--- config.mk ---
export PLATFORM = sky130hd
export DESIGN_NAME = frame_packer
export DESIGN_NICKNAME = d
export VERILOG_FILES = /design/src/design/frame_packer.sv
export SDC_FILE = /design/constraint.sdc
export NUM_CORES = 1
export LEC_CHECK = 0
export BUFFER_PORTS_ARGS = -buffer_cell sky130_fd_sc_hd__buf_2
export CORE_MARGIN = 2
export CORE_UTILIZATION = 37
export DETAILED_ROUTE_END_ITERATION = 10
export GPL_TIMING_DRIVEN = 0
export MAX_ROUTING_LAYER = met4
export PLACE_DENSITY = 0.77
export RECOVER_POWER = 25
export SYNTH_ARGS = -nofsm -noshare
export SYNTH_HDL_FRONTEND = slang
export SYNTH_SLANG_ARGS = --single-unit
--- constraint.sdc ---
create_clock -name clk -period 1 [get_ports clk]
set_input_delay 0.05 -clock clk [delete_from_list [all_inputs] [get_ports clk]]
set_output_delay 0.05 -clock clk [all_outputs]
set_load 0.02 [all_outputs]
--- src/design/frame_packer.sv ---
`timescale 1ns/100ps

module frame_packer #(
    parameter int DATAIN_WIDTH = 16
) (
    input  logic                      clk,
    input  logic                      rst_n,
    input  logic                      i_load,
    input  logic                      i_load_last,
    input  logic [DATAIN_WIDTH-1:0]   i_sample,
    input  logic                      i_fft_tready,
    output logic                      o_fft_tvalid,
    output logic [2*DATAIN_WIDTH-1:0] o_fft_tdata,
    output logic                      o_fft_tlast,
    output logic                      o_stall
);

    logic accepted;

    assign accepted = o_fft_tvalid && i_fft_tready;
    assign o_stall  = o_fft_tvalid && !i_fft_tready;

    always_ff @(posedge clk or negedge rst_n) begin
        if (!rst_n) begin
            o_fft_tvalid <= 1'b0;
            o_fft_tlast  <= 1'b0;
        end else if (i_load) begin
            o_fft_tvalid <= 1'b1;
            o_fft_tlast  <= i_load_last;
        end else if (accepted) begin
            o_fft_tvalid <= 1'b0;  // beat gone, nothing new behind it
            o_fft_tlast  <= 1'b0;
        end
    end

    // real sample in the low half, imaginary half zero
    always_ff @(posedge clk) begin
        if (i_load) begin
            o_fft_tdata <= {{DATAIN_WIDTH{1'b0}}, i_sample};
        end
    end

    // a stalled beat must reach the core unchanged on the next cycle
    a_hold_on_stall: assert property (@(posedge clk) disable iff (!rst_n)
        o_stall |=> (o_fft_tvalid && $stable(o_fft_tdata) && $stable(o_fft_tlast)))
        else $error("beat toward the core changed while stalled");

endmodule

; Yosys cells after proc, flatten, opt, wreduce, memory -nomap -nowiden
; Cells that the tools add are included.
[totals]
register_bits = 18
input_bits = 21
output_inout_bits = 35
wordCells = 10
[op_classes]
n_mux = 3
n_reduce_logical = 4
[ops]
columns = cell, count
row1 = two-way mux 1 bit, 3
row2 = logical AND 1 bit, 2
row3 = nonzero test 2 bit, 1
row4 = logical NOT 1 bit, 1

; Logic depth before layout (Yosys ltp)
[depth]
word_depth = 3
mapped_depth = 2
depth_no_buf = 2

; Worst setup path after synthesis
; Ideal clock, no wire load.
[synth_path]
path_kind = reg-to-reg
from = register o_fft_tvalid
to = register o_fft_tvalid
setup_ps = 124
arrival_ps = 814
required_time_ps = 876
slack_ps = 62
stages_incl_launch_ff = 3
path_buffers = 0
period_less_slack_ps = 938
cell_sequence = dfrtp_1 -> nor2b_4 -> or2_1
[synth_between]
elab_chain_cells = 2
[synth_lines]
columns = element, line
row1 = from (decl), 12  ; output logic o_fft_tvalid,
row2 = from (signal assigned), 25  ; o_fft_tvalid <= 1'b0;
row3 = from (signal assigned), 28  ; o_fft_tvalid <= 1'b1;
row4 = from (signal assigned), 31  ; o_fft_tvalid <= 1'b0;
row5 = logical AND 1 bit, 20  ; assign accepted = o_fft_tvalid && i_fft_tready;
row6 = nonzero test 2 bit (no line), -
; Every way passes these cells.
; A chain may end at the register's enable or synchronous reset.

; Final worst setup path
[layout_path]
from = register o_fft_tvalid
to = output o_stall
[layout_between]
elab_chain_cells = 1
[layout_lines]
columns = element, line
row1 = logical AND 1 bit, 21  ; assign o_stall = o_fft_tvalid && !i_fft_tready;
row2 = to (decl), 15  ; output logic o_stall
; Every way passes these cells.

==> key figures <==
Clock tree
  • Clock sink count: 18
  • Num CTS Buffers: 3
  • CTS root buf: clkbuf_4
  • TritonCTS clock tree: done
  • Clk Latency, worst-skew pair: 0.28 ns
  • Htree depth: 1
  • Post-CTS setup buffer count: 0
  • Clk pin slew, worst setup/hold paths: 0.09 ns
  • CTS Buffer Depth: 2

Pwr
  • Pint: 1.189 mW
  • Switching Share: 25.40%
  • Gate power share: 23.0%
  • Clk pwr share: 20.6%
  • Power Density: 1342 nW/um2
  • P_leak: 0.5827 nW
  • NetSw: 0.4048 mW
  • Max rail drop VDD: 0.0009440 V
  • Sequential Power Share: 56.4%

Detailed routing
  • DRT Pass-1 Iters: 3
  • Wirelength, routed: 1.446 mm
  • Top sig layer: met4
  • Via Count: 507
  • Final ANT Viol Nets: 0
  • WL met2: 816 um
  • Met1 wire length: 500 um
  • Drt first-iter violations: 10
  • Vias/cell: 3.621
  • Met3 routed WL: 110 um
  • Routed WL per cell: 10.33 um
  • Post-route DRC: 0

Place
  • Final Wtd Congestion: 0.6364
  • # port buffers: 39
  • Placed Cells: 119
  • DP HPWL: 973.5 um
  • Place WS: 0.1751 ns

GRT
  • Largest net degree at the start of global routing: 20
  • GR Util All Layers: 13.28%
  • Initial antenna violation count: 0
  • Vias in the first global route: 463
  • Gr ovfl total: 0
  • First-pass GRT wire length: 1.883 mm

Critical path
  • Startpoint types: flip-flop
  • CP delay by family, top: flip-flops
  • R2r endpoint: o_fft_tvalid$_DFFE_PN0P_
  • Slowest-stage cell, CP: dfrtp_1
  • Critical path arrival: 0.94 ns
  • Buf/Inv on CP: 1
  • Critical-path maximum fanout: 3
  • CP Depth: 2
  • Req. time, crit path: 0.95 ns
  • Worst flop-to-flop path startpoint: o_fft_tvalid$_DFFE_PN0P_
  • Worst Path Class, Setup: flip-flop to primary output
  • Reg2reg setup slack: 0.16 ns
  • CP endpoint kind: primary output
  • Worst-path cell chain: nor2b_4 -> buf_6
  • Slowest stage delay, CP: 0.41 ns
  • R2R cell count: 2

Floorplanning
  • I/O pins: 56
  • FP Rows: 15
  • Die H: 47.40 um
  • Full die area: 2247 um2
  • Initial Utilization: 39.93%
  • Core ar.: 1745 um2
  • DIE WIDTH: 47.40 um

STA
  • F_max: 1009 MHz
  • RSZ-0062 raised after global routing: true
  • Max-slew violations: 0
  • Post-route clock period utilization: 99.12%
  • Setup Viol. Count Final: 0
  • Final Hold Viols: 0
  • Hold Slack: 0.08821 ns
  • Clock Skew: 0.004168 ns
  • Crit path time final: 0.9912 ns
  • Setup ws final: 0.008787 ns

Logic synthesis
  • Mapped Area: 696.9 um2
  • Register area share after synthesis: 76.12%
  • Post-Syn Instances: 40
  • YS warnings: 0
  • Syn Area/Cell: 17.42 um2
  • Synthesis-stage register bit count: 18
  • Distinct cells, synth: 9

Outcome
  • Status: completed

Cells and area
  • Proportion of layout cells with a drive suffix above 1: 51.30%
  • Area delta synth->final: 70.38%
  • Non-filler cells, final: 140
  • Fillers: 137
  • Antenna cells: 0
  • Final nets: 138

Job
  • Max-cap violations: 0

Hold path
  • Worst min path class: input port to async pin
metrics by stage:
step | power [mW] | util, % | cell area, um2 | TNS, ns
after global routing | 1.667 | 68.03 | 1187 | -0.04557
after global placement | 1.214 | 56.13 | 979.7 | 0
final | 1.594 | 68.03 | 1187 | 0
after CTS | 1.615 | 68.10 | 1189 | -0.01096
after detailed placement | 1.221 | 56.13 | 979.7 | 0
after floorplan | 1.113 | - | 753.2 | 0
cells by family after synthesis:
logic type	share of synthesized area, %
AOI/OAI and AO/OA	2.693
buffers and inverters	17.24
DFF	76.12
other	0.5381
and+or+nand+nor	3.411
flip-flops by register name, summed over array words and instances (netlist names):
| signal | cells |
|---|---|
| o_fft_tdata | 16 |
| o_fft_tlast | 1 |
| o_fft_tvalid | 1 |
synthesized netlist by cell type (all sizes together):
library cell,n,area (um2)
nor2b,1,13.76
a21bo,1,10.01
buf,16,120.1
nand2,1,3.750
dfrtp,2,50.05
conb,1,3.750
or2,1,6.260
edfxtp,16,480.5
o21ai,1,8.760
how the worst max path moves through the flow:
stage	start	endpoint	slack (ns)
3_3_place_gp	o_fft_tvalid$_DFFE_PN0P_	o_fft_tvalid$_DFFE_PN0P_	0.19
3_5_place_dp	o_fft_tvalid$_DFFE_PN0P_	o_fft_tvalid$_DFFE_PN0P_	0.18
2_1_floorplan	o_fft_tvalid$_DFFE_PN0P_	o_fft_tvalid$_DFFE_PN0P_	0.06
6_report	o_fft_tvalid$_DFFE_PN0P_	o_stall	0.009
5_1_grt	o_fft_tvalid$_DFFE_PN0P_	o_stall	-0.05
4_1_cts	o_fft_tvalid$_DFFE_PN0P_	o_stall	-0.01
per-layer routing:
| metal | GRT usage [%] | vias up |
|---|---|---|
| met5 | - | - |
| met4 | 5.000 | 0 |
| met3 | 4.615 | 2 |
| met2 | 25.68 | 30 |
| met1 | 11.22 | 219 |
| li1 | - | 256 |
placed cells by master, fill, tap and decap left out:
cell type,n
conb_1,16
buf_4,16
a21bo_1,1
nand2_1,1
dfrtp_1,2
clkbuf_2,1
or2_1,1
clkbuf_1,1
dlygate4sd3_1,18
o21ai_2,1
buf_2,36
buf_6,1
nor2b_4,1
clkbuf_4,3
edfxtp_1,16
power by group through the flow:
stage,logic [mW],clock network [mW],registers [mW]
final,0.367,0.328,0.898
after global routing,0.392,0.371,0.904
after CTS,0.366,0.351,0.898
after detailed placement,0.307,0,0.915
after global placement,0.302,0,0.912
after floorplan,0.118,0,0.995
layout make-up:
class / instances / area (um2) / share of cell area (%)
clock buffer: 3 / 22.52 / 1.897
multi-input combinational: 21 / 102.6 / 8.641
tap: 25 / 31.28 / 2.634
buffer: 16 / 120.1 / 10.12
sequential: 18 / 530.5 / 44.68
timing repair buffer: 57 / 380.4 / 32.03
timing repair:
item / CTS / global route
setup endpoints to repair: 1 / 1
hold endpoints to repair: 19 / 0
resized for setup: 2 / 0
hold buffers: 18 / 0
pin swaps: 0 / 0
Power figures use the tool's default switching activity.
