[src/design/result_unpacker.sv]
`timescale 1ns/100ps

module result_unpacker #(
    parameter int DATAOUT_WIDTH = 32
) (
    input  logic                       clk,
    input  logic                       rst_n,
    input  logic                       i_res_tvalid,
    input  logic [2*DATAOUT_WIDTH-1:0] i_res_tdata,
    input  logic                       i_res_tlast,
    output logic                       o_rd_en,
    output logic [DATAOUT_WIDTH-1:0]   o_data_re,
    output logic [DATAOUT_WIDTH-1:0]   o_data_im,
    output logic                       o_sop,
    output logic                       o_eop
);

    logic r_vld_d1;     // o_rd_en delayed once more
    logic r_last_d0;
    logic r_last_d1;

    always_ff @(posedge clk or negedge rst_n) begin
        if (!rst_n) begin
            o_rd_en   <= 1'b0;
            r_vld_d1  <= 1'b0;
            r_last_d0 <= 1'b0;
            r_last_d1 <= 1'b0;
        end else begin
            o_rd_en   <= i_res_tvalid;
            r_vld_d1  <= o_rd_en;
            r_last_d0 <= i_res_tvalid && i_res_tlast;  // tlast only counts with valid
            r_last_d1 <= r_last_d0;
        end
    end

    // re in the low half, im in the high half; zero between beats
    always_ff @(posedge clk) begin
        if (i_res_tvalid) begin
            o_data_re <= i_res_tdata[DATAOUT_WIDTH-1:0];
            o_data_im <= i_res_tdata[2*DATAOUT_WIDTH-1:DATAOUT_WIDTH];
        end else begin
            o_data_re <= '0;
            o_data_im <= '0;
        end
    end

    assign o_sop = o_rd_en && !r_vld_d1;     // first word of a burst
    assign o_eop = r_last_d0 && !r_last_d1;

endmodule

[config.mk]
export PLATFORM = sky130hd
export DESIGN_NAME = result_unpacker
export DESIGN_NICKNAME = d
export VERILOG_FILES = /design/src/design/result_unpacker.sv
export SDC_FILE = /design/constraint.sdc
export NUM_CORES = 1
export LEC_CHECK = 0
export CORE_MARGIN = 4
export CORE_UTILIZATION = 45
export CTS_BUF_LIST = sky130_fd_sc_hd__clkbuf_16
export CTS_CLUSTER_DIAMETER = 30
export DETAILED_ROUTE_END_ITERATION = 8
export DONT_BUFFER_PORTS = 1
export GPL_ROUTABILITY_DRIVEN = 0
export PLACE_DENSITY_LB_ADDON = 0.05
export SLEW_MARGIN = 15
export SYNTH_ARGS = -nofsm -noshare
export SYNTH_HDL_FRONTEND = slang
export SYNTH_SLANG_ARGS = --single-unit
export TNS_END_PERCENT = 30
[constraint.sdc]
create_clock -name clk -period 0.8 [get_ports clk]
set_clock_uncertainty 0.1 [all_clocks]
set_input_delay 0.08 -clock clk [delete_from_list [all_inputs] [get_ports clk]]
set_output_delay 0.08 -clock clk [all_outputs]
set_load 0.01 [all_outputs]
; ---- After elaboration in Yosys (flattened, before gate mapping)
; Cells that the tools add are included.
[totals]
out_inout_bits = 67
in_bits = 68
elab_cells = 11
ff_bits = 68
[op_classes]
reduce_logical = 5
[ops]
columns = op, count
row1 = 1-bit logical AND, 3
row2 = 1-bit logical NOT, 2

; ---- Longest topological paths before layout
; Gate-level depths: netlist of run 1.
[depth]
ltp_word = 2
depth_mapped = 3
mapped_depth_nobuf = 1

; ---- Worst setup path before layout of run 1
; OpenSTA, ideal clock, no wires.
[synth_path]
path_kind = reg-to-output
start = reg o_rd_en
end = out o_sop
setup_slack_ps = 13
stages_incl_launch_ff = 2
t_arrival_ps = 607
n_path_buf = 0
required_time_ps = 620
cell_sequence = dfrtp_1 nor2b_1
[synth_between]
elab_chain_len = 1
[synth_rtl]
columns = element, line
row1 = start: declaration, 11  ; output logic o_rd_en,
row2 = start signal: assignment, 29  ; o_rd_en <= i_res_tvalid;
row3 = 1-bit logical AND, 47  ; assign o_sop = o_rd_en && !r_vld_d1;
row4 = end: declaration, 14  ; output logic o_sop,
; Every way passes these cells.

; ---- Worst setup path in the final report of run 1
[layout_path]
start = reg r_last_d0
end = out o_eop
[layout_between]
elab_chain_len = 1
[layout_rtl]
columns = element, line
row1 = start: declaration, 19  ; logic r_last_d0;
row2 = start signal: assignment, 31  ; r_last_d0 <= i_res_tvalid && i_res_tlast;
row3 = 1-bit logical AND, 48  ; assign o_eop = r_last_d0 && !r_last_d1;
row4 = end: declaration, 15  ; output logic o_eop
; Every way passes these cells.

==> results of run 1 <==
==> what timing repair did <==
action,4_1_cts,5_1_grt
endpoints found under the hold margin,70,4
gates resized for setup,65,6
setup buffers,2,0
gates cloned,0,0
setup endpoints to repair,67,87
==> path summary, 6_finish.rpt <==
check | startpoint | endpoint | slack [ps] | depth (start not counted)
setup / recovery | r_last_d0 | o_eop | -330 | 2
hold / removal | rst_n | r_vld_d1 | -70 | 1
setup reg to reg | o_rd_en | r_vld_d1 | -20 | 2
hold reg to reg | r_last_d0 | r_last_d1 | 360 | 1
max in group asynchronous | rst_n | r_last_d1 | 500 | 1
min in group clk | i_res_tvalid | o_rd_en | 140 | 1
==> synthesized netlist by cell type <==
cell type | instances | area share (%)
and2_1 | 65 | 22
dfxtp_1 | 64 | 68
buf_6 | 6 | 3.6
dfrtp_1 | 4 | 5.3
nor2b_1 | 2 | 0.67
buf_2 | 1 | 0.27
==> cell usage in the layout, fill, tap and decap left out, drive strengths merged <==
cell           n
nor2b          2
buf            5
clkbuf         9
dfxtp         64
dlygate4sd3   66
dfrtp          4
dlymetal6s2s   1
inv            5
and2          65
==> state kept, by name, indices dropped and copies added, names as in the netlist <==
name and cells:
r_vld_d1 1, o_rd_en 1, o_data_im 32, r_last_d1 1
o_data_re 32, r_last_d0 1
==> routing by layer <==
metal  GRT usage [%]  wire length, µm  vias up
met1            15.2             1350      568
met2            30.5             2360       75
li1                -                -      574
met4            10.5               78        0
met3            6.79              478        8
met5               0                0        -
==> kinds of logic (layout without fill, tap and decap cells) <==
family	Yosys count	count (layout)	share of synthesized area [%]
flip-flops	68	68	73.7
AND/OR/NAND/NOR	67	67	22.4
buffers and inverters	7	86	3.87
==> report_power, final <==
part	leakage, nW	internal, mW	switching [mW]	total, mW
logic	0.566	0.322	0.103	0.425
clock network	0.138	1.99	1.16	3.15
registers	0.599	3.62	0.166	3.79
==> cell type report <==
cell class                 count  area share [%]
clock inverter                 5           0.644
timing repair buffer          72            24.8
sequential                    68            50.1
clock buffer                   9            7.72
tap                           50            2.15
multi-input combinational     67            14.6
==> per-stage QoR <==
stage                     cells  power (mW)  hold WS [ps]  worst slack [ps]
after floorplan             142        3.95          -316              12.6
after global placement      188        3.95          -315              8.12
after detailed placement    188        3.96          -315             0.209
after CTS                   271        7.42         -69.5              -331
after global routing        271        7.66         -61.0              -364
final                       271        7.37         -68.0              -327
==> flow_summary.json, run 1 <==
{
  "numCtsBuffers": 9,
  "setup.worst_path.class": "flop to primary output",
  "final-setup-viol-count": 68,
  "result_of_the_run": "finished with violations",
  "post_synth_cell_types": 6,
  "synth-seq-area-share_pct": 73.7,
  "final_cell_area_um2": 2920,
  "numPortBuffers": 0,
  "drc_viols": 0,
  "die_area_um2": 5260,
  "drt-pass1-iter-count": 4,
  "syn-mean-instance-area_um2": 13.2,
  "first_global_vias": 1328,
  "fin_tns_setup_ps": -2720,
  "place_hpwl_um": 2500,
  "worst_setup_path_end_kind": "primary output",
  "number_of_violations_of_the_max_capacitance_limit": 0,
  "antenna_cells": 0,
  "timing.critical_path.slowest_cell_delay_ps": 370,
  "critPathLaunchType": "flop",
  "multiInputGateArea_um2": 427,
  "nets_in_the_synthesized_netlist": 210,
  "cts.reportedPaths.clkPinSlew_ps": 50,
  "fp.dieW_um": 72.5,
  "synthToLayoutAreaGrowth_pct": 55.7,
  "largest_net_degree_at_the_start_of_global_routing": 49,
  "rsz0062_at_grt": "true",
  "initial_antenna_violation_count": 0,
  "worst-endpoint-required_ps": 620,
  "cts_buffer_depth": 2,
  "ys_ff_latch": 68,
  "i_o_pin_cnt": 135,
  "synthesis.instances": 142,
  "layout.nets": 286,
  "number_of_fill_cells_in_the_layout": 298,
  "violations": "negative hold slack, negative setup slack",
  "path_buf_inv": 1,
  "floorplan.initialDensity_pct": 46.8,
  "total_number_of_vias": 1225,
  "wire_per_inst_um": 15.7,
  "vdd_drop_max_mv": 1.72,
  "cts_hold_buffers": 67,
  "static-leakage-power_nw": 1.30,
  "final_layout_size_suffix_gt1_share_pct": 35.7,
  "layout.area.seq_um2": 1460,
  "htree_num_levels": 3,
  "timing.final.crit_period_ps": 1130,
  "slowest_stage": "dfrtp_1",
  "max_clock_freq_mhz": 887,
  "wirelength_um": 4260,
  "hold_viol": 4,
  "power_dens_cells_nw_per_um2": 2530,
  "ys_warn_count": 0,
  "via_per_inst": 4.52,
  "clk-insertion-delay-late_ps": 310,
  "die_y_um": 72.5,
  "list_of_cells_traversed_by_the_critical_path": "nor2b_1 > buf_4",
  "worst_pin_slew_ps": 604,
  "route.antenna.remaining_nets": 0,
  "worstPathArrival_ps": 950,
  "netlist_area_um2": 1870,
  "layout_worst_path_cycle_share_pct": 141,
  "min-delay-path-class": "input port to async pin",
  "finalMaxSlewViolations": 0,
  "tritoncts_clock_tree": "done",
  "root_buffer": "clkbuf_16",
  "setup_slack_ps": -327,
  "relSlewSlack_pct": 59.7,
  "fp.coreArea_um2": 4000,
  "critical_path.top_delay_family": "flip-flops",
  "finalHoldWorstSlack_ps": -68.0,
  "grt_first_pass_wirelength_um": 6420,
  "grtUsageTotal_pct": 16.7,
  "post-route-util_pct": 72.9,
  "floorplan.rows": 23,
  "initial_detailed_routing_violation_count": 17,
  "cts.sink_count": 68,
  "path_max_fanout": 2,
  "placement.cell_area_um2": 1890,
  "overflow_left_after_global_routing": 0
}
Power figures use the tool's default switching activity.
==> inputs of run 2 (changes only) <==
==> constraint.sdc (replaced) <==
create_clock -name clk -period 0.8 [get_ports clk]
set_clock_uncertainty 0.1 [all_clocks]
set_input_delay 0.08 -clock clk [delete_from_list [all_inputs] [get_ports clk]]
set_output_delay 0.08 -clock clk [all_outputs]
set_load 0.02 [all_outputs]
==> run 2 against run 1 <==
Against the previous run: the flow still finishes with violations (negative hold slack, negative setup slack); hold slack improved by 11 ps; global-route usage rose by 1.3 points; sequential share of layout area rose by 2.8 points; power rose by 1.4%; worst setup slack improved by 58 ps; via count fell by 1.3%; non-clock buffer count fell by 2; die area did not move; critical path type unchanged.
==> flow_summary.json, run 2 (same netlist as run 1, synthesis figures left out) <==
{
  "fin_tns_setup_ps": -4710,
  "final_layout_size_suffix_gt1_share_pct": 36.2,
  "drt-pass1-iter-count": 4,
  "most_frequent_cells_in_the_layout": "dlygate4sd3_1 (66), and2_1 (65), dfxtp_4 (64), clkbuf_16 (9)",
  "power.switching_mw": 1.64,
  "vdd_drop_max_mv": 1.57,
  "result_of_the_run": "finished with violations",
  "finalMaxSlewViolations": 0,
  "numPortBuffers": 0,
  "rsz0062_at_grt": "true",
  "layout_top_registers": "o_data_im x32, o_data_re x32",
  "power_dens_cells_nw_per_um2": 2430,
  "root_buffer": "clkbuf_16",
  "synthToLayoutAreaGrowth_pct": 63.8,
  "timing.final.crit_period_ps": 1070,
  "regToRegEndpoint": "r_vld_d1",
  "via_per_inst": 4.46,
  "share_clk_of_total_power_pct": 43.4,
  "number_of_violations_of_the_max_capacitance_limit": 0,
  "cts.sink_count": 68,
  "worstPathArrival_ps": 890,
  "pwr-share-comb_pct": 5.7,
  "worst-endpoint-required_ps": 620,
  "place_hpwl_um": 2490,
  "worst_setup_path_end_kind": "primary output",
  "worst_r2r_path_depth": 2,
  "layoutNonFillerInstCount": 271,
  "dp_cells": 186,
  "cts_hold_buffers": 67,
  "critical_path_depth": 1,
  "list_of_cells_traversed_by_the_critical_path": "nor2b_4",
  "htree_num_levels": 3,
  "die_y_um": 72.5,
  "route.antenna.remaining_nets": 0,
  "post-route-util_pct": 76.7,
  "layout_commonest_cell": "dlygate4sd3_1",
  "hold_viol": 4,
  "power.total_mw": 7.47,
  "cts.reportedPaths.clkPinSlew_ps": 50,
  "power.internal_mw": 5.83,
  "max_clock_freq_mhz": 935,
  "fp.coreArea_um2": 4000,
  "setup_slack_ps": -269,
  "critical_path.top_delay_family": "flip-flops",
  "setup.reg_to_reg.worst_slack_ps": -60,
  "cts_buffer_depth": 2,
  "rr_startpoint": "o_rd_en",
  "grt_first_pass_wirelength_um": 6830,
  "overflow_left_after_global_routing": 0,
  "path_max_fanout": 1,
  "initial_antenna_violation_count": 0,
  "largest_net_degree_at_the_start_of_global_routing": 45,
  "numCtsBuffers": 9,
  "slowest_stage": "dfrtp_1",
  "antenna_cells": 0,
  "critPathLaunchType": "flop",
  "tritoncts_clock_tree": "done",
  "seq_power_share_pct": 50.9,
  "clk-insertion-delay-late_ps": 310,
  "wirelength_um": 4550,
  "relSlewSlack_pct": 60.3,
  "drc_viols": 0,
  "floorplan.initialDensity_pct": 46.8,
  "total_number_of_vias": 1209,
  "path_buf_inv": 0,
  "static-leakage-power_nw": 1.30,
  "floorplan.rows": 23,
  "grtUsageTotal_pct": 18.1,
  "violations": "negative hold slack, negative setup slack",
  "initial_detailed_routing_violation_count": 20,
  "timing.critical_path.slowest_cell_delay_ps": 400,
  "min-delay-path-class": "input port to async pin",
  "layout.nets": 284,
  "final-setup-viol-count": 68,
  "number_of_fill_cells_in_the_layout": 238,
  "setup.worst_path.class": "flop to primary output",
  "first_global_vias": 1368,
  "die_area_um2": 5260,
  "fraction_of_power_spent_switching_nets_pct": 21.9,
  "wire_per_inst_um": 16.8,
  "fp.dieW_um": 72.5,
  "i_o_pin_cnt": 135,
  "worst_pin_slew_ps": 595,
  "layout_worst_path_cycle_share_pct": 134,
  "finalHoldWorstSlack_ps": -57.2
}
## run 2: cell count changes in the layout (fill, tap and decap cells not counted)
cell      previous run  this run
nor2b_4              1         2
nor2b_1              1         0
dfxtp_2             64         0
dfrtp_1              4         3
dfxtp_4              0        64
buf_6                3         0
clkinv_2             0         1
dfrtp_2              0         1
inv_1                5         3
buf_4                2         3
clkinv_1             0         3
## run 2: final cells by class
cell class	count	area, µm²	area share [%]
clock buffer	9	225	7.34
multi-input combinational	67	434	14.2
tap	50	62.6	2.04
timing repair buffer	70	696	22.7
clock inverter	7	27.5	0.897
sequential	68	1620	52.9
## run 2: worst max-delay path by stage
stage | endpoint | slack (ps) | startpoint
after floorplan | o_sop | -3 | o_rd_en
after global placement | o_eop | 10 | r_last_d1
after detailed placement | o_eop | 10 | r_last_d0
after CTS | o_sop | -290 | r_vld_d1
after global routing | o_eop | -310 | r_last_d1
final | o_sop | -270 | r_vld_d1
## run 2: worst reg2reg max path, stage by stage (launching register included)
cell and delay (ps):
dfrtp_2 410, buf_4 130, buf_4 120
## run 2: power groups by stage
stage	Clock [mW]	Combinational (mW)	Sequential, mW
floorplan	0	0.172	3.92
detailed placement	0	0.141	3.95
global placement	0	0.133	3.95
CTS	3.28	0.409	3.80
finish	3.24	0.424	3.80
global route	3.49	0.466	3.82
## run 2: metal layers
metal	vias up	track usage, %	wire length [µm]
met5	-	0	0
met4	0	10.2	74
met3	6	8.59	462
met2	73	32.4	2440
met1	554	16.5	1570
li1	576	-	-
## run 2: timing repair
item | in CTS | in global routing
resized for setup | 129 | 2
setup buffers | 1 | 1
hold endpoints to repair | 70 | 4
gates cloned | 0 | 0
endpoints found under the setup margin | 67 | 90
## run 2: metrics by stage
| step | cell area [µm²] | hold slack [ps] | setup slack, ps |
|---|---|---|---|
| 6_report | 3070 | -57.2 | -269 |
| 4_1_cts | 3060 | -62.9 | -286 |
| 3_3_place_gp | 1880 | -315 | 13.1 |
| 3_5_place_dp | 1880 | -315 | 10.0 |
| 5_1_grt | 3070 | -57.5 | -306 |
| 2_1_floorplan | 1880 | -316 | -2.72 |
