File: src/design/fft_stream_pkg.sv
package fft_stream_pkg;

    // control FSM states for the path toward the core
    typedef enum logic [1:0] {
        ST_CFG       = 2'd0,  // the one cycle after reset, config pulse
        ST_IDLE      = 2'd1,  // wait for a full frame and a ready core
        ST_SEND      = 2'd2,
        ST_LAST_WAIT = 2'd3   // last beat loaded, not yet taken
    } ctrl_state_t;

    // width of a counter that has to reach depth itself, not just depth-1
    function automatic int CNT_W(input int depth);
        return $clog2(depth) + 1;
    endfunction

endpackage
File: src/design/frame_ctrl.sv
`timescale 1ns/100ps

module frame_ctrl
    import fft_stream_pkg::*;
#(
    parameter int FRAME_LEN  = 1024,
    parameter int FIFO_DEPTH = 2048
) (
    input  logic                         clk,
    input  logic                         rst_n,
    input  logic [CNT_W(FIFO_DEPTH)-1:0] i_level,
    input  logic                         i_fft_tready,
    input  logic                         i_stall,
    output logic                         o_pop,
    output logic                         o_pop_last,
    output logic                         o_cfg_tvalid
);

    localparam int LW = CNT_W(FIFO_DEPTH);
    localparam int BW = CNT_W(FRAME_LEN);
    localparam logic [BW-1:0] LAST_BEAT = BW'(FRAME_LEN - 1);

    ctrl_state_t   state;
    ctrl_state_t   state_nxt;
    logic [BW-1:0] beat_cnt;     // pops made in the current frame
    logic          at_last;
    logic          frame_ready;

    // a whole frame buffered, so a started frame never drains the fifo
    assign frame_ready = (i_level >= LW'(FRAME_LEN)) && i_fft_tready;
    assign at_last     = (beat_cnt == LAST_BEAT);

    assign o_cfg_tvalid = (state == ST_CFG);  // exactly one cycle out of reset

    always_comb begin
        state_nxt  = state;
        o_pop      = 1'b0;
        o_pop_last = 1'b0;
        case (state)
            ST_CFG: begin
                state_nxt = ST_IDLE;
            end
            ST_IDLE: begin
                o_pop = frame_ready;
            end
            ST_SEND: begin
                o_pop = !i_stall;  // one pop per beat the packer can take
            end
            ST_LAST_WAIT: begin
                // packer holds tvalid here, so no stall means accepted
                if (!i_stall) begin
                    state_nxt = ST_IDLE;
                end
            end
            default: begin
                state_nxt = ST_IDLE;
            end
        endcase

        if (o_pop) begin
            o_pop_last = at_last;
            state_nxt  = at_last ? ST_LAST_WAIT : ST_SEND;
        end
    end

    always_ff @(posedge clk or negedge rst_n) begin
        if (!rst_n) begin
            state <= ST_CFG;
        end else begin
            state <= state_nxt;
        end
    end

    always_ff @(posedge clk or negedge rst_n) begin
        if (!rst_n) begin
            beat_cnt <= '0;
        end else if (o_pop_last) begin
            beat_cnt <= '0;
        end else if (o_pop) begin
            beat_cnt <= beat_cnt + 1'b1;
        end
    end

    // fifo level comes from the other side, check the frame gate holds
    a_pop_not_empty: assert property (@(posedge clk) disable iff (!rst_n)
        o_pop |-> (i_level != '0))
        else $error("pop issued with an empty fifo");

endmodule

File: config.mk
export PLATFORM = sky130hd
export DESIGN_NAME = frame_ctrl
export DESIGN_NICKNAME = d
export VERILOG_FILES = /design/src/design/fft_stream_pkg.sv /design/src/design/frame_ctrl.sv
export SDC_FILE = /design/constraint.sdc
export NUM_CORES = 1
export LEC_CHECK = 0
export BUFFER_PORTS_ARGS = -buffer_cell sky130_fd_sc_hd__buf_2
export CAP_MARGIN = 0
export CORE_AREA = 2 2 40 46
export CTS_CLUSTER_DIAMETER = 40
export DETAILED_ROUTE_END_ITERATION = 8
export DIE_AREA = 0 0 42 48
export PLACE_DENSITY = 0.8
export SYNTH_ARGS = -nofsm -noshare
export SYNTH_HDL_FRONTEND = slang
export SYNTH_SLANG_ARGS = --single-unit
File: constraint.sdc
create_clock -name clk -period 1.8 [get_ports clk]
set_input_delay 0.09 -clock clk [delete_from_list [all_inputs] [get_ports clk]]
set_output_delay 0.09 -clock clk [all_outputs]
set_load 0.05 [all_outputs]
=== Yosys cells after proc, flatten, opt, wreduce, memory -nomap -nowiden ===
Index checks and enable logic that the tools add are counted.

* $add $sub $neg: 1
* Shifts and indexed selects: 0
* Order comparisons: 1
* Bitwise logic cells: 0
* Reduce and logical (&&, ||, !) cells: 6
* Equality and inequality tests: 5
* Multiplexer cells: 8
* Divide/modulo/power cells: 0
* $mul: 0

{| class="wikitable"
|+ Operator list
! cell !! count
|-
| $mux 11 || 2
|-
| $ge 12x11->1 const B || 1
|-
| $add 11x1->11 const B || 1
|-
| $eq 11x10->1 const B || 1
|-
| $eq 2x2->1 const B || 2
|-
| $mux 2 || 2
|-
| $pmux 2 s2 || 1
|-
| $ne 3x3->1 const B || 1
|-
| $reduce_bool 3->1 || 1
|-
| $eq 2x1->1 const B || 1
|-
| $logic_not 2->1 || 1
|-
| $mux 1 || 2
|-
| $pmux 1 s2 || 1
|-
| $reduce_and 2->1 || 1
|-
| $reduce_bool 2->1 || 1
|-
| $logic_and 1x1->1 || 1
|-
| $logic_not 1->1 || 1
|}

* Bits in latches: 0
* RAM bits: 0
* Input bits: 16
* Memory bits (read-only): 0
* Output and inout port bits: 3
* Memories: 0
* Register bits: 13
* Word-level logic and storage cells: 23

=== Longest topological paths before layout ===
Gate-level depths: netlist (run 1).

* Depth in word-level cells: 5
* Depth in mapped cells: 7

=== Worst setup path after synthesis (run 1) ===
No wires, ideal clock.

* Path kind: register to register
* From: register state[1]
* To: register beat_cnt[5]
* Path slack: -0.205 ns
* Cell stages (with the launch flop): 8
* Period minus slack after synthesis: 2.005 ns
* Arrival time: 1.861 ns
* Buffers on the path: 0
* Library setup time: 0.143 ns
* Path through: dfrtp_1 inv_1 ha_1 o211ai_2 a21bo_2 inv_2 and2_1 nor2_1

* Word-level cells in the longest chain between the ends: 4

{| class="wikitable"
|+ RTL lines
! what !! line !! source
|-
| start, declared || frame_ctrl.sv:23 || <nowiki>ctrl_state_t state;</nowiki>
|-
| start signal, assigned || frame_ctrl.sv:70 || <nowiki>state <= state_nxt;</nowiki>
|-
| $eq 2x2->1 or $eq 2x1->1 (tied branches) || frame_ctrl.sv:39 || <nowiki>case (state)</nowiki>
|-
| $pmux 1 s2 (*) || frame_ctrl.sv:39 ||
|-
| via o_pop || frame_ctrl.sv:14 || <nowiki>output logic o_pop,</nowiki>
|-
| $mux 1 (*) || frame_ctrl.sv:60 || <nowiki>if (o_pop) begin</nowiki>
|-
| via o_pop_last || frame_ctrl.sv:15 || <nowiki>output logic o_pop_last,</nowiki>
|-
| $mux 11 or $reduce_bool 2->1 (tied branches) || - ||
|-
| end signal, assigned || frame_ctrl.sv:80 || <nowiki>beat_cnt <= beat_cnt + 1'b1;</nowiki>
|-
| end, declared || frame_ctrl.sv:25 || <nowiki>logic [BW-1:0] beat_cnt;</nowiki>
|}

The timed path passes the listed nets; every way through them passes the cells marked *.
A chain may end at the register's enable or synchronous reset.

=== Worst setup path after layout (run 1) ===
* From: register state[1]
* To: output port o_pop_last

* Word-level cells in the longest chain between the ends: 3

{| class="wikitable"
|+ RTL lines
! what !! line
|-
| $eq 2x2->1 or $eq 2x1->1 (tied branches) || frame_ctrl.sv:39
|-
| $pmux 1 s2 (*) || frame_ctrl.sv:39
|-
| $mux 1 (*) || frame_ctrl.sv:60
|-
| end, declared || frame_ctrl.sv:15
|}

Every way passes the cells marked *; elsewhere a longest branch is shown, timed or not.

==> key figures, run 1 <==
Outcome
  • Result of the run: finished, final reports clean

Power
  • Net Sw Power: 0.464 mW
  • Static leakage: 0.431 nW
  • Share of total power in sequential cells: 37.2%
  • Maximum vdd drop: 0.000761 V
  • Internal power: 0.686 mW
  • Power, Total: 1.15 mW
  • Sw Ratio: 40.3%
  • Clock share of power: 16.0%
  • Comb pwr share: 46.8%
  • Ratio of total power to cell area: 1210 mW/mm²

Yosys
  • Number of unique standard cell types used by synthesis: 30
  • Post-synthesis area per instance: 11.3 µm²
  • Post-synthesis cell type with the largest combined area: sky130_fd_sc_hd__dfrtp_1
  • Sequential fraction of the synthesis area: 45.1%
  • Number of cells produced by synthesis: 64
  • Net Count, Synth: 85
  • Cell types with the largest area share after synthesis: sky130_fd_sc_hd__dfrtp_1 (45%), sky130_fd_sc_hd__ha_1 (8.7%), sky130_fd_sc_hd__xnor2_1 (6.1%), sky130_fd_sc_hd__a2111oi_2 (4.2%), sky130_fd_sc_hd__nor4_4 (2.9%)
  • Top cell type's share of synthesized area: 45.1%
  • Total number of yosys warnings: 0
  • Netlist area before placement: 722 µm²
  • Number of storage elements in the synthesis netlist: 13

GRT
  • All-layer global routing usage: 16.7%
  • Wire length of the first global-routing pass: 2390 µm
  • Via count of the first global-routing pass: 583
  • Antenna violations before repair: 0
  • Aggregate global routing overflow: 0
  • Pin count of the biggest net entering global routing: 14

Floorplan
  • Area of the core region: 0.00152 mm²
  • Number of primary I/O pins: 19
  • Row cnt: 15
  • Starting utilization of the core area: 47.5%
  • DIE HEIGHT: 48 µm
  • Overall die width: 42 µm
  • Floorplan die area: 0.00202 mm²

Route
  • Number of design-rule violations left by the first detailed-router iteration: 4
  • First drt pass iteration count: 4
  • Via count: 567
  • Routed vias/inst: 5.50
  • Post-DR wirelength/cell: 13.7 µm
  • Total routed wirelength: 1420 µm
  • DRC violations left: 0
  • Post-route ant nets: 0

Timing
  • Setup slack of the critical path after layout: 43.9 ps
  • Period utilization: 97.6%
  • Min Clock Period, post-route: 1760 ps
  • Fin. Hold Viols: 0
  • Number of pins exceeding their max-slew limit in the final report: 0
  • Worst hold-check slack: 181 ps
  • Fmax: 0.569 GHz
  • Final-report setup violation count: 0
  • Worst slew slack as a fraction of its limit: 76.6%
  • Largest clock skew in the final design: 0.310 ps
  • Setup TNS: 0 ps
  • Pin slew with the least headroom to its limit: 351 ps

Clocking
  • Maximum number of buffers from clock root to sink: 2
  • Clock tree from TritonCTS: yes
  • Max H-tree Level: 1
  • Clock sink total: 13
  • Worst-skew pair later-pin latency: 280 ps
  • Clk root buf: sky130_fd_sc_hd__clkbuf_4
  • Number of clock buffers inserted by TritonCTS: 3
  • Reg clk slew, reported paths: 70 ps

Place
  • I/O Buffers: 8
  • Placement Setup Slack: 86.5 ps
  • Half-perimeter wire length after detailed placement: 1020 µm
  • Global placement routability congestion: 0.734

Worst setup path
  • Arrival time reported for the critical path endpoint: 1670 ps
  • R2R setup slack: 100 ps
  • WP data required: 1710 ps
  • Endpoint type of the worst setup path: output pin
  • Setup crit start: state[1]$_DFFE_PN0P_
  • Critical Path, Cell by Cell: inv_2 > ha_2 > o211ai_2 > a21bo_4 > clkinv_4 > and2_4 > buf_8
  • Startpoint class of the critical path: flip-flop
  • Slowest CP cell: sky130_fd_sc_hd__dfrtp_1
  • Maximum net fanout on the critical path: 8
  • Source of the worst register-to-register timing path: state[1]$_DFFE_PN0P_
  • Reg2reg path depth: 6
  • Path type of the worst setup path: flip-flop to output pin
  • Delay contributed by the slowest stage of the critical path: 400 ps

Final layout
  • Final-stage net count: 108
  • Layout cell share with drive strength beyond 1: 41.9%
  • Area growth from synthesis to final layout: 31.7%
  • Most common cell after layout, fill and taps aside: sky130_fd_sc_hd__dfrtp_1
  • Utilization after layout: 62.6%
  • Commonest cells after routing, fill and taps aside: sky130_fd_sc_hd__dfrtp_1 (13), sky130_fd_sc_hd__buf_4 (9), sky130_fd_sc_hd__buf_2 (7)
  • Number of inserted diodes: 0

Worst hold path
  • Min-Delay Startpoint: i_stall
  • Path category of the worst min-delay check: input pin to flip-flop
  • Number of instances on the worst hold path: 3

Run
  • Max cap viols: 0
-- synth_stat cells --
| master | instances |
|---|---|
| sky130_fd_sc_hd__a2111oi_2 | 2 |
| sky130_fd_sc_hd__a211oi_1 | 1 |
| sky130_fd_sc_hd__a21bo_2 | 1 |
| sky130_fd_sc_hd__a21o_1 | 2 |
| sky130_fd_sc_hd__a21oi_1 | 1 |
| sky130_fd_sc_hd__a22o_1 | 1 |
| sky130_fd_sc_hd__a31oi_1 | 1 |
| sky130_fd_sc_hd__and2_1 | 1 |
| sky130_fd_sc_hd__dfrtp_1 | 13 |
| sky130_fd_sc_hd__ha_1 | 5 |
| sky130_fd_sc_hd__inv_1 | 5 |
| sky130_fd_sc_hd__inv_2 | 1 |
| sky130_fd_sc_hd__mux2_2 | 1 |
| sky130_fd_sc_hd__mux2i_1 | 1 |
| sky130_fd_sc_hd__nand2_1 | 3 |
| sky130_fd_sc_hd__nand2b_1 | 1 |
| sky130_fd_sc_hd__nand3_1 | 2 |
| sky130_fd_sc_hd__nand3_2 | 2 |
| sky130_fd_sc_hd__nand4_1 | 2 |
| sky130_fd_sc_hd__nor2_1 | 3 |
| sky130_fd_sc_hd__nor2_2 | 1 |
| sky130_fd_sc_hd__nor3_1 | 2 |
| sky130_fd_sc_hd__nor4_1 | 1 |
| sky130_fd_sc_hd__nor4_4 | 1 |
| sky130_fd_sc_hd__o211ai_2 | 1 |
| sky130_fd_sc_hd__o21ai_0 | 1 |
| sky130_fd_sc_hd__o21ai_1 | 1 |
| sky130_fd_sc_hd__o41a_1 | 1 |
| sky130_fd_sc_hd__xnor2_1 | 5 |
| sky130_fd_sc_hd__xor2_1 | 1 |
-- timing repair --
item | CTS | global route
endpoints found under the setup margin | 2 | 5
gates resized for setup | 5 | 9
endpoints found under the hold margin | 13 | 0
setup buffers | 3 | 2
hold buffers | 1 | 0
pin swaps | 0 | 1
-- routing by layer --
layer	global-route usage (%)	up-vias	part of all wire, %
met3	1.13	5	2.6
li1	-	273	-
met1	16.2	277	38
met4	15.5	0	4.3
met2	32.8	12	55
met5	0	-	0
-- sequential cells by signal, indices dropped and copies added, names as in the netlist --
register and flops:
beat_cnt 11, state 2
-- worst max-delay path: cells and delay by family (launching register included) --
family,cells,cell delay [ps]
AOI/OAI and AO/OA,2,340
adders and majority gates,1,180
buffers and inverters,3,300
DFF,1,400
and+or+nand+nor,1,160
-- power by group through the flow --
| stage | clock network [mW] | registers (mW) | logic, mW |
|---|---|---|---|
| 6_report | 0.184 | 0.428 | 0.538 |
| 5_1_grt | 0.194 | 0.438 | 0.589 |
| 4_1_cts | 0.189 | 0.423 | 0.479 |
| 3_5_place_dp | 0 | 0.433 | 0.408 |
| 3_3_place_gp | 0 | 0.429 | 0.387 |
| 2_1_floorplan | 0 | 0.420 | 0.314 |
-- layout make-up --
cell class	count	area [µm²]
fillers	124	569
flip-flops and latches	13	325
inverters	6	27.5
multi-input cells	45	423
repair buffers	18	128
clock buffers	4	26.3
well taps	17	21.3
-- through the flow --
stage | std cells | area [µm²]
floorplan | 64 | 724
CTS | 101 | 893
finish | 103 | 951
detailed placement | 93 | 816
global route | 103 | 951
global placement | 93 | 816
-- logic make-up (layout without fill, tap and decap cells) --
group,count (synthesis),count (layout),synth area share [%]
fa+ha+maj,5,5,8.67
buf+inv,6,28,3.12
mux,2,2,2.95
compound gates,13,13,16.1
xor+xnor,6,6,7.28
simple gates,19,19,16.8
flops,13,13,45.1
-- path summary, 6_finish.rpt --
path                                       endpoint
hold reg to reg             beat_cnt[9]$_DFFE_PN0P_
setup reg to reg           beat_cnt[10]$_DFFE_PN0P_
min in group asynchronous   beat_cnt[0]$_DFFE_PN0P_
max in group asynchronous   beat_cnt[6]$_DFFE_PN0P_
setup / recovery                         o_pop_last
hold / removal                 state[1]$_DFFE_PN0P_
(Power assumes the default switching activity.)
==> inputs of run 2 (changes only) <==
--- a/config.mk
+++ b/config.mk
@@ -7,11 +7,11 @@
 export LEC_CHECK = 0
 export BUFFER_PORTS_ARGS = -buffer_cell sky130_fd_sc_hd__buf_2
 export CAP_MARGIN = 0
-export CORE_AREA = 2 2 40 46
+export CORE_AREA = 2 2 55 62
 export CTS_CLUSTER_DIAMETER = 40
 export DETAILED_ROUTE_END_ITERATION = 8
-export DIE_AREA = 0 0 42 48
-export PLACE_DENSITY = 0.8
+export DIE_AREA = 0 0 57 64
+export PLACE_DENSITY = 0.5
 export SYNTH_ARGS = -nofsm -noshare
 export SYNTH_HDL_FRONTEND = slang
 export SYNTH_SLANG_ARGS = --single-unit
==> run 2 against run 1 <==
  * Via count decreased by 1.6%
  * Routed wire length decreased by 0.85%
  * Utilization shrank 30 points
==> key figures, run 2 (same netlist as run 1, synthesis figures left out) <==
Place
  • Number of placed instances with taps included: 110
  • Placement Setup Slack: 75.4 ps
  • Global placement routability congestion: 0.651
  • Half-perimeter wire length after detailed placement: 1010 µm
  • I/O Buffers: 8

GRT
  • Pin count of the biggest net entering global routing: 14
  • All-layer global routing usage: 8.74%
  • Aggregate global routing overflow: 0
  • Antenna violations before repair: 0
  • Wire length of the first global-routing pass: 2460 µm
  • Via count of the first global-routing pass: 575

Power
  • Maximum vdd drop: 0.000648 V
  • Static leakage: 0.449 nW
  • Ratio of total power to cell area: 1200 mW/mm²
  • Power, Total: 1.17 mW

Clocking
  • Clock tree from TritonCTS: yes
  • Clock sink total: 13
  • Number of clock buffers inserted by TritonCTS: 3
  • Maximum number of buffers from clock root to sink: 2
  • Clk root buf: sky130_fd_sc_hd__clkbuf_4
  • Max H-tree Level: 1
  • Reg clk slew, reported paths: 80 ps
  • Worst-skew pair later-pin latency: 270 ps

Floorplan
  • DIE HEIGHT: 64 µm
  • Area of the core region: 0.00300 mm²
  • Starting utilization of the core area: 24.1%
  • Overall die width: 57 µm
  • Row cnt: 21
  • Number of primary I/O pins: 19
  • Floorplan die area: 0.00365 mm²

Timing
  • Worst slew slack as a fraction of its limit: 77.3%
  • Final-report setup violation count: 0
  • Fmax: 0.569 GHz
  • Setup slack of the critical path after layout: 42.4 ps
  • Largest clock skew in the final design: 2.83 ps
  • Fin. Hold Viols: 0
  • Min Clock Period, post-route: 1760 ps
  • Setup repair after global routing missed its margin: yes
  • Period utilization: 97.6%
  • Pin slew with the least headroom to its limit: 340 ps
  • Number of pins exceeding their max-slew limit in the final report: 0

Route
  • Post-DR wirelength/cell: 11.3 µm
  • Post-route ant nets: 0
  • DRC violations left: 0
  • Routed vias/inst: 4.50
  • First drt pass iteration count: 3
  • Number of design-rule violations left by the first detailed-router iteration: 12
  • Via count: 558
  • Total routed wirelength: 1400 µm

Worst setup path
  • Path type of the worst setup path: flip-flop to output pin
  • Total buffers and inverters traversed by the critical path: 3
  • Arrival time reported for the critical path endpoint: 1670 ps
  • Source of the worst register-to-register timing path: state[0]$_DFFE_PN0P_
  • Slowest CP cell: sky130_fd_sc_hd__dfrtp_1
  • Reg2reg path depth: 7
  • Critical Path, Cell by Cell: inv_2 > ha_4 > a21bo_2 > inv_4 > and2_4 > buf_8
  • Maximum net fanout on the critical path: 8
  • Setup crit start: state[0]$_DFFE_PN0P_
  • WP data required: 1710 ps
  • Stages on the worst setup path: 6
  • Delay contributed by the slowest stage of the critical path: 420 ps
  • Cell class contributing the biggest share of worst-path delay: flip-flops
  • Startpoint class of the critical path: flip-flop
  • Endpoint type of the worst setup path: output pin

Worst hold path
  • Path category of the worst min-delay check: input pin to flip-flop
  • Number of instances on the worst hold path: 3
  • Min-Delay Startpoint: i_stall

Final layout
  • Top flop regs: beat_cnt: 11 flops, state: 2 flops
  • Number of flip-flops in the largest register: 11
  • Number of inserted diodes: 0
  • Register with the highest flop count: beat_cnt
  • Layout cell share with drive strength beyond 1: 43.3%
  • Count of non-filler cells in the finished layout: 124
  • Area growth from synthesis to final layout: 35.9%
  • Commonest cells after routing, fill and taps aside: sky130_fd_sc_hd__dfrtp_1 (13), sky130_fd_sc_hd__buf_4 (13), sky130_fd_sc_hd__buf_2 (7)
  • Final-stage net count: 112

Run
  • Max cap viols: 0

Outcome
  • Result of the run: finished, final reports clean
run 2: stage by stage:
stage                     hold slack (ps)  utilization, %  setup TNS, ps  area [µm²]
final                                 152            32.7              0         981
after global routing                  185            32.7          -62.3         981
after CTS                             164            30.8              0         923
after detailed placement            -1.52            27.9              0         837
after global placement              -5.52            27.9              0         837
after floorplan                      -206               -              0         724
run 2: worst paths after layout:
kind / end / slack (ps)
max: o_pop_last / 40
min: state[1]$_DFFE_PN0P_ / 150
max reg2reg: beat_cnt[3]$_DFFE_PN0P_ / 80
min reg2reg: beat_cnt[9]$_DFFE_PN0P_ / 480
max in group asynchronous: beat_cnt[9]$_DFFE_PN0P_ / 1340
min in group asynchronous: state[0]$_DFFE_PN0P_ / 230
run 2: per-layer routing:
layer	GRT usage (%)	vias to the layer above	share of wire [%]
li1	-	284	-
met1	10.3	264	45
met5	0	-	0
met4	4.36	0	1.0
met2	13.9	8	50
met3	3.04	2	3.8
run 2: where the power goes:
part           switching [mW]  total [mW]  internal, mW
Combinational           0.295       0.569         0.275
Sequential             0.0651       0.424         0.359
Clock                  0.0952       0.181        0.0859
run 2: repair_timing:
action                     in CTS  in global routing
setup buffers                   5                  4
pin swaps                       1                  4
hold endpoints to repair       13                  0
setup endpoints to repair       2                  5
resized for setup               4                  5
hold buffers                    1                  0
run 2: area by class of cell:
cell class / instances / area [µm²]
timing repair buffer: 22 / 158
clock buffer: 4 / 26.3
inverter: 6 / 25.0
sequential: 13 / 325
tap: 34 / 42.5
multi-input combinational: 45 / 404
fill: 313 / 2010
run 2: worst reg2reg max path, delay by kind of cell (launching register included):
kind	cells	cell delay, ps
buffers and inverters	3	360
flip-flops	1	420
AO/OA/AOI/OAI	2	370
AND/OR/NAND/NOR	1	250
adder cells (fa/ha/maj)	1	260
